===== config.mk =====
export PLATFORM = sky130hd
export DESIGN_NAME = pad_ctrl_top
export DESIGN_NICKNAME = d
export VERILOG_FILES = /design/src/logic/pad_ctrl_pkg.sv /design/src/logic/periph_pad_map.sv /design/src/logic/pad_out_mux.sv /design/src/logic/pad_in_route.sv /design/src/logic/pad_ctrl_top.sv
export SDC_FILE = /design/constraint.sdc
export NUM_CORES = 1
export LEC_CHECK = 0
export BUFFER_PORTS_ARGS = -buffer_cell sky130_fd_sc_hd__buf_2
export CORE_AREA = 2 2 189 191
export DETAILED_ROUTE_END_ITERATION = 10
export DIE_AREA = 0 0 191 193
export GPL_ROUTABILITY_DRIVEN = 0
export SYNTH_ARGS = -nofsm -noshare
export SYNTH_HDL_FRONTEND = slang
export SYNTH_SLANG_ARGS = --single-unit

===== constraint.sdc =====
create_clock -name vclk -period 1
set_input_delay 0.15 -clock vclk [all_inputs]
set_output_delay 0.15 -clock vclk [all_outputs]
set_load 0.05 [all_outputs]

===== src/logic/pad_ctrl_pkg.sv =====
package pad_ctrl_pkg;

   ////////////////////////////////////////////////////////////
   // Pad frame layout
   ////////////////////////////////////////////////////////////

   localparam int unsigned N_PADS = 17;

   // SPI master pads
   localparam int unsigned PAD_SPIM_SDIO0 = 0;
   localparam int unsigned PAD_SPIM_SDIO1 = 1;
   localparam int unsigned PAD_SPIM_SDIO2 = 2;
   localparam int unsigned PAD_SPIM_SDIO3 = 3;
   localparam int unsigned PAD_SPIM_CSN0  = 4;
   localparam int unsigned PAD_SPIM_CSN1  = 5;
   localparam int unsigned PAD_SPIM_SCK   = 6;
   // UART pads
   localparam int unsigned PAD_UART_RX    = 7;
   localparam int unsigned PAD_UART_TX    = 8;
   // SDIO pads
   localparam int unsigned PAD_SDIO_CLK   = 9;
   localparam int unsigned PAD_SDIO_CMD   = 10;
   localparam int unsigned PAD_SDIO_DATA0 = 11;
   localparam int unsigned PAD_SDIO_DATA1 = 12;
   localparam int unsigned PAD_SDIO_DATA2 = 13;
   localparam int unsigned PAD_SDIO_DATA3 = 14;
   // I2C0 pads
   localparam int unsigned PAD_I2C0_SDA   = 15;
   localparam int unsigned PAD_I2C0_SCL   = 16;

   // Pads able to carry the second I2C bus, highest priority first
   localparam int unsigned N_I2C1_PADS = 3;
   localparam int unsigned I2C1_SDA_PADS [N_I2C1_PADS] = '{
      PAD_SPIM_SDIO2, PAD_UART_RX, PAD_SDIO_DATA2
   };
   localparam int unsigned I2C1_SCL_PADS [N_I2C1_PADS] = '{
      PAD_SPIM_SDIO3, PAD_UART_TX, PAD_SDIO_DATA3
   };

   ////////////////////////////////////////////////////////////
   // Widths and select codes
   ////////////////////////////////////////////////////////////

   typedef logic [1:0]        pad_sel_t;
   typedef logic [5:0]        pad_cfg_t;   // drive strength and pulls
   typedef logic [N_PADS-1:0] pad_vec_t;

   localparam pad_sel_t SEL_PERIPH = 2'd0;
   localparam pad_sel_t SEL_GPIO   = 2'd1;
   localparam pad_sel_t SEL_I2C1   = 2'd2;
   localparam pad_sel_t SEL_IDLE   = 2'd3;

   ////////////////////////////////////////////////////////////
   // Peripheral bundles
   ////////////////////////////////////////////////////////////

   // One pad driver
   typedef struct packed {
      logic out;
      logic oe;
   } pad_drive_t;

   typedef struct packed {
      logic       sck;
      logic [1:0] csn;
      logic [3:0] sdo;
      logic [3:0] oen;   // active low
   } spim_out_t;

   typedef struct packed {
      logic       clk;
      logic       cmd;
      logic       cmd_oen;
      logic [3:0] data;
      logic [3:0] data_oen;
   } sdio_out_t;

   typedef struct packed {
      logic scl_out;
      logic scl_oe;
      logic sda_out;
      logic sda_oe;
   } i2c_out_t;

   typedef struct packed {
      logic scl;
      logic sda;
   } i2c_in_t;

   typedef struct packed {
      logic       cmd;
      logic [3:0] data;
   } sdio_in_t;

endpackage


===== src/logic/periph_pad_map.sv =====
`timescale 1ns/1ps

module periph_pad_map import pad_ctrl_pkg::*; (
   input  spim_out_t                 spim_i,
   input  sdio_out_t                 sdio_i,
   input  logic                      uart_tx_i,
   input  i2c_out_t                  i2c0_i,
   input  i2c_out_t                  i2c1_i,
   output pad_drive_t [N_PADS-1:0]   periph_o,
   output pad_drive_t [N_PADS-1:0]   i2c1_alt_o
);

   ////////////////////////////////////////////////////////////
   // Function 0 drivers
   ////////////////////////////////////////////////////////////

   always_comb begin
      // SPI data lines take their enable from the inverted oen
      for (int i = 0; i < 4; i++) begin
         periph_o[PAD_SPIM_SDIO0 + i] = '{out: spim_i.sdo[i], oe: ~spim_i.oen[i]};
      end

      // Chip selects and clock always driven
      periph_o[PAD_SPIM_CSN0] = '{out: spim_i.csn[0], oe: 1'b1};
      periph_o[PAD_SPIM_CSN1] = '{out: spim_i.csn[1], oe: 1'b1};
      periph_o[PAD_SPIM_SCK]  = '{out: spim_i.sck, oe: 1'b1};

      // UART rx pad is input only
      periph_o[PAD_UART_RX] = '{out: 1'b0, oe: 1'b0};
      periph_o[PAD_UART_TX] = '{out: uart_tx_i, oe: 1'b1};

      // SDIO clock out of the host
      periph_o[PAD_SDIO_CLK] = '{out: sdio_i.clk, oe: 1'b1};
      // Bidirectional cmd line
      periph_o[PAD_SDIO_CMD] = '{out: sdio_i.cmd, oe: ~sdio_i.cmd_oen};
      for (int i = 0; i < 4; i++) begin
         periph_o[PAD_SDIO_DATA0 + i] = '{out: sdio_i.data[i], oe: ~sdio_i.data_oen[i]};
      end

      // I2C0 enables are already active high
      periph_o[PAD_I2C0_SDA] = '{out: i2c0_i.sda_out, oe: i2c0_i.sda_oe};
      periph_o[PAD_I2C0_SCL] = '{out: i2c0_i.scl_out, oe: i2c0_i.scl_oe};
   end

   ////////////////////////////////////////////////////////////
   // Function 2 drivers
   ////////////////////////////////////////////////////////////

   always_comb begin
      // Pads without an I2C1 option stay quiet
      i2c1_alt_o = '0;

      // Same bus copied to every capable pad
      for (int k = 0; k < N_I2C1_PADS; k++) begin
         i2c1_alt_o[I2C1_SDA_PADS[k]] = '{out: i2c1_i.sda_out, oe: i2c1_i.sda_oe};
         i2c1_alt_o[I2C1_SCL_PADS[k]] = '{out: i2c1_i.scl_out, oe: i2c1_i.scl_oe};
      end
   end

endmodule


===== src/logic/pad_out_mux.sv =====
`timescale 1ns/1ps

module pad_out_mux import pad_ctrl_pkg::*; #(
   parameter int unsigned N_PADS = 17
) (
   input  pad_sel_t   [N_PADS-1:0] pad_sel_i,
   input  pad_drive_t [N_PADS-1:0] periph_i,
   input  pad_drive_t [N_PADS-1:0] i2c1_alt_i,
   input  logic       [N_PADS-1:0] gpio_out_i,
   input  logic       [N_PADS-1:0] gpio_dir_i,
   input  pad_cfg_t   [N_PADS-1:0] gpio_cfg_i,
   input  pad_cfg_t   [N_PADS-1:0] pad_cfg_i,
   output pad_drive_t [N_PADS-1:0] pad_o,
   output pad_cfg_t   [N_PADS-1:0] pad_cfg_o
);

   ////////////////////////////////////////////////////////////
   // Output and enable select
   ////////////////////////////////////////////////////////////

   always_comb begin
      for (int p = 0; p < N_PADS; p++) begin
         case (pad_sel_i[p])
            // Owning peripheral
            SEL_PERIPH: pad_o[p] = periph_i[p];
            // GPIO direction doubles as output enable
            SEL_GPIO:   pad_o[p] = '{out: gpio_out_i[p], oe: gpio_dir_i[p]};
            // Second I2C bus or zero on pads without it
            SEL_I2C1:   pad_o[p] = i2c1_alt_i[p];
            // Idle pad
            default:    pad_o[p] = '{out: 1'b0, oe: 1'b0};
         endcase
      end
   end

   ////////////////////////////////////////////////////////////
   // Pad configuration
   ////////////////////////////////////////////////////////////

   // GPIO owns the pad settings only when it owns the pad
   always_comb begin
      for (int p = 0; p < N_PADS; p++) begin
         if (pad_sel_i[p] == SEL_GPIO) begin
            pad_cfg_o[p] = gpio_cfg_i[p];
         end else begin
            pad_cfg_o[p] = pad_cfg_i[p];
         end
      end
   end

endmodule


===== src/logic/pad_in_route.sv =====
`timescale 1ns/1ps

module pad_in_route import pad_ctrl_pkg::*; (
   input  pad_sel_t [N_PADS-1:0] pad_sel_i,
   input  pad_vec_t              pad_in_i,
   output logic     [3:0]        spim_sdi_o,
   output sdio_in_t              sdio_o,
   output logic                  uart_rx_o,
   output i2c_in_t               i2c0_o,
   output i2c_in_t               i2c1_o,
   output pad_vec_t              gpio_in_o
);

   // Pad value when the pad runs the given function, idle level otherwise
   function automatic logic gate_in(
      pad_sel_t sel,
      pad_sel_t code,
      logic     pad,
      logic     idle
   );
      return (sel == code) ? pad : idle;
   endfunction

   ////////////////////////////////////////////////////////////
   // Peripheral inputs
   ////////////////////////////////////////////////////////////

   always_comb begin
      // SPI and SDIO idle low
      for (int i = 0; i < 4; i++) begin
         spim_sdi_o[i] = gate_in(pad_sel_i[PAD_SPIM_SDIO0 + i], SEL_PERIPH,
                                 pad_in_i[PAD_SPIM_SDIO0 + i], 1'b0);
         sdio_o.data[i] = gate_in(pad_sel_i[PAD_SDIO_DATA0 + i], SEL_PERIPH,
                                  pad_in_i[PAD_SDIO_DATA0 + i], 1'b0);
      end
      sdio_o.cmd = gate_in(pad_sel_i[PAD_SDIO_CMD], SEL_PERIPH, pad_in_i[PAD_SDIO_CMD], 1'b0);

      // UART line idles at mark
      uart_rx_o = gate_in(pad_sel_i[PAD_UART_RX], SEL_PERIPH, pad_in_i[PAD_UART_RX], 1'b1);

      // Released I2C bus reads high
      i2c0_o.sda = gate_in(pad_sel_i[PAD_I2C0_SDA], SEL_PERIPH, pad_in_i[PAD_I2C0_SDA], 1'b1);
      i2c0_o.scl = gate_in(pad_sel_i[PAD_I2C0_SCL], SEL_PERIPH, pad_in_i[PAD_I2C0_SCL], 1'b1);
   end

   ////////////////////////////////////////////////////////////
   // GPIO inputs
   ////////////////////////////////////////////////////////////

   always_comb begin
      for (int p = 0; p < N_PADS; p++) begin
         gpio_in_o[p] = gate_in(pad_sel_i[p], SEL_GPIO, pad_in_i[p], 1'b0);
      end
   end

   ////////////////////////////////////////////////////////////
   // Second I2C bus
   ////////////////////////////////////////////////////////////

   // Walk from lowest priority up so the SPI pads win last
   always_comb begin
      i2c1_o = '{scl: 1'b1, sda: 1'b1};
      for (int k = N_I2C1_PADS - 1; k >= 0; k--) begin
         if (pad_sel_i[I2C1_SDA_PADS[k]] == SEL_I2C1) begin
            i2c1_o.sda = pad_in_i[I2C1_SDA_PADS[k]];
         end
         if (pad_sel_i[I2C1_SCL_PADS[k]] == SEL_I2C1) begin
            i2c1_o.scl = pad_in_i[I2C1_SCL_PADS[k]];
         end
      end
   end

endmodule


===== src/logic/pad_ctrl_top.sv =====
`timescale 1ns/1ps

module pad_ctrl_top import pad_ctrl_pkg::*; #(
   parameter int unsigned PAD_COUNT = 17
) (
   // Peripheral outputs
   input  spim_out_t                 spim_i,
   input  sdio_out_t                 sdio_i,
   input  logic                      uart_tx_i,
   input  i2c_out_t                  i2c0_i,
   input  i2c_out_t                  i2c1_i,
   // GPIO controller
   input  pad_vec_t                  gpio_out_i,
   input  pad_vec_t                  gpio_dir_i,
   input  pad_cfg_t   [PAD_COUNT-1:0] gpio_cfg_i,
   // Mux control and default settings
   input  pad_cfg_t   [PAD_COUNT-1:0] pad_cfg_i,
   input  pad_sel_t   [PAD_COUNT-1:0] pad_sel_i,
   // Raw pad inputs
   input  pad_vec_t                  pad_in_i,
   // Peripheral inputs
   output logic       [3:0]          spim_sdi_o,
   output sdio_in_t                  sdio_o,
   output logic                      uart_rx_o,
   output i2c_in_t                   i2c0_o,
   output i2c_in_t                   i2c1_o,
   output pad_vec_t                  gpio_in_o,
   // Pad frame drivers
   output pad_drive_t [PAD_COUNT-1:0] pad_o,
   output pad_cfg_t   [PAD_COUNT-1:0] pad_cfg_o
);

   // Pad map in the package is fixed at 17 pads
   if (PAD_COUNT != N_PADS) begin : gen_pad_count_check
      $error("pad_ctrl_top PAD_COUNT %0d differs from pad map size %0d", PAD_COUNT, N_PADS);
   end

   ////////////////////////////////////////////////////////////
   // Output path
   ////////////////////////////////////////////////////////////

   // Function 0 and function 2 sources per pad
   pad_drive_t [PAD_COUNT-1:0] periph_drive;
   pad_drive_t [PAD_COUNT-1:0] i2c1_drive;

   periph_pad_map periph_pad_map_i (
      .spim_i     (spim_i),
      .sdio_i     (sdio_i),
      .uart_tx_i  (uart_tx_i),
      .i2c0_i     (i2c0_i),
      .i2c1_i     (i2c1_i),
      .periph_o   (periph_drive),
      .i2c1_alt_o (i2c1_drive)
   );

   pad_out_mux #(
      .N_PADS (PAD_COUNT)
   ) pad_out_mux_i (
      .pad_sel_i  (pad_sel_i),
      .periph_i   (periph_drive),
      .i2c1_alt_i (i2c1_drive),
      .gpio_out_i (gpio_out_i),
      .gpio_dir_i (gpio_dir_i),
      .gpio_cfg_i (gpio_cfg_i),
      .pad_cfg_i  (pad_cfg_i),
      .pad_o      (pad_o),
      .pad_cfg_o  (pad_cfg_o)
   );

   ////////////////////////////////////////////////////////////
   // Input path
   ////////////////////////////////////////////////////////////

   pad_in_route pad_in_route_i (
      .pad_sel_i  (pad_sel_i),
      .pad_in_i   (pad_in_i),
      .spim_sdi_o (spim_sdi_o),
      .sdio_o     (sdio_o),
      .uart_rx_o  (uart_rx_o),
      .i2c0_o     (i2c0_o),
      .i2c1_o     (i2c1_o),
      .gpio_in_o  (gpio_in_o)
   );

endmodule


==> results.cfg <==
[run_status]
outcome = finished with violations
violations = setup timing

[layout]
drive_gt1_frac = 0.905
final.clkbuf_count = 0
final-seq-area_um2 = 0
nNetsFinal = 1191
n_sequential_cell = 0
syn_to_final_growth_pct = 277

[pwr]
p_total_mw = 5.43
powerDensity_nw_per_um2 = 661
power.leakage_nw = 4.29
ir_drop_uv = 354

[synth]
ys_types = 22
synth.most_common_cell = nand2_1
synth_seq_area_share = 0
synth_top_area_share = 0.403
syn_avg_cell_area_um2 = 6.80
synth_cells = 321
netlist_top_cells_area = mux2_2, nand2_1, mux2i_1
synth_warnings = 0
syn-num-nets = 644
syn_area_um2 = 2180
synth_top_area_cell = mux2_2
synth_commonest_cells = nand2_1, mux2_2, nor2_1, mux2i_1

[grt]
grt_usage = 0.0831
grt_max_degree = 10
grt_remaining_overflow = 0
grt_first_pass_wirelength_um = 23500
grt_pass1_vias = 4642
antenna_found_initial = 6

[setup_path]
end_kind = primary output
critPathLaunch = pad_sel_i[14]
crit_required_ns = 0.85
crit_arrival_ns = 1.11
cp-start-kind = input port
critPathKind = in2out
worst-path-max-fanout = 3
crit_end = i2c1_o[0]

[sta]
finalCritPeriodShare = 1.26
finalHoldViolCount = 0
fmaxAchievable_mhz = 791
final-max-slew-violation-count = 0
worst_slew_pin_slew_ns = 0.242
setup_ws_ns = -0.264
tns_ns = -13.06
rsz0062_at_grt = yes
fin_crit_ns = 1.26
setup_viol = 110
slew_headroom = 0.836

[die]
io_pins = 487
core-area_um2 = 35000
chipWidth_um = 191
die_h_um = 193
fp-row-count = 69
die_area_um2 = 36900
initial_core_util = 0.0624

[placement]
port_buffers = 487
dp_hpwl_um = 15400

[detailed_routing]
ant_nets = 0
drt_iter0_markers = 57
wl_per_cell_um = 14.5
wirelength_um = 19200
dr.pass1.iters = 4
vias = 4615
via_per_inst = 3.48
drcViolationCount = 0

[cts]
cts_hold_buffers = 0

[run]
maxCapViolCount = 0

[min_path]
hold_class = in2out
-- cells by family (layout without fill, tap and decap cells) --
logic type / after synthesis / in the layout / share of synthesized area
AOI/OAI and AO/OA: 24 / 24 / 0.0614
adders and majority gates: 3 / 3 / 0.0172
buffers and inverters: 32 / 576 / 0.0654
muxes: 101 / 101 / 0.508
other: 0 / 1 / 0
and+or+nand+nor: 161 / 162 / 0.348
-- stage by stage --
stage	hold slack, ns	cell area (um2)	std cells	utilization	worst slack, ns
2_1_floorplan	0.366	2770	321	-	-0.285
3_3_place_gp	0.677	6220	1310	0.178	-0.347
3_5_place_dp	0.675	6220	1310	0.178	-0.353
4_1_cts	0.607	7800	1319	0.223	-0.268
5_1_grt	0.644	8220	1328	0.235	-0.294
6_report	0.630	8220	1328	0.235	-0.264
-- final cells by class --
| type | instances | area [um2] |
|---|---|---|
| Antenna cell | 1 | 2.50 |
| Fill cell | 3693 | 26700 |
| Inverter | 14 | 55.1 |
| Multi-Input combinational cell | 290 | 2960 |
| Tap cell | 461 | 577 |
| Timing Repair Buffer | 562 | 4620 |
-- cell usage in the layout, fill, tap and decap left out, types with 6 or more instances in the layout --
cell / instances
and2_4: 16
buf_12: 12
buf_2: 294
buf_4: 52
buf_6: 138
buf_8: 60
inv_1: 12
mux2_4: 78
mux2i_1: 15
mux2i_2: 7
nand2_1: 37
nand2_2: 36
nand2_4: 9
nor2_2: 18
nor2b_4: 13
nor3b_2: 6
o21ai_2: 8
-- critical path: stages --
cell and delay, ns:
buf_8 0.08, inv_4 0.03, ha_4 0.16, nor4b_4 0.23
a221oi_1 0.07, a31o_2 0.24, buf_8 0.15
-- routing by layer --
layer	track usage	up-vias	routed length, um
met4	0.0298	8	794
li1	-	2175	-
met3	0.0163	46	1610
met5	0	-	49
met1	0.0668	2066	5700
met2	0.189	320	11100
-- power breakdown --
group | switching [mW] | leakage [nW] | total, mW | internal (mW)
Sequential | 0 | 0 | 0 | 0
Clock | 0 | 0.00000634 | 0.000000134 | 0.000000134
Combinational | 2.95 | 4.29 | 5.43 | 2.48
-- worst min-delay path by stage --
stage / cells after the start / slack [ns] / end / from
detailed placement: 4 / 0.67 / pad_cfg_o[79] / gpio_cfg_i[79]
floorplan: 1 / 0.37 / spim_sdi_o[2] / pad_sel_i[4]
CTS: 3 / 0.61 / pad_o[6] / pad_sel_i[6]
global placement: 4 / 0.68 / pad_cfg_o[78] / gpio_cfg_i[78]
global route: 4 / 0.64 / pad_cfg_o[18] / pad_cfg_i[18]
finish: 4 / 0.63 / pad_cfg_o[82] / pad_cfg_i[82]
-- what timing repair did --
action,4_1_cts,5_1_grt
pin swaps,36,33
setup endpoints to repair,154,148
buffers inserted,8,11
cloned,3,1
gates resized for setup,448,99
Power figures use the tool's default switching activity.
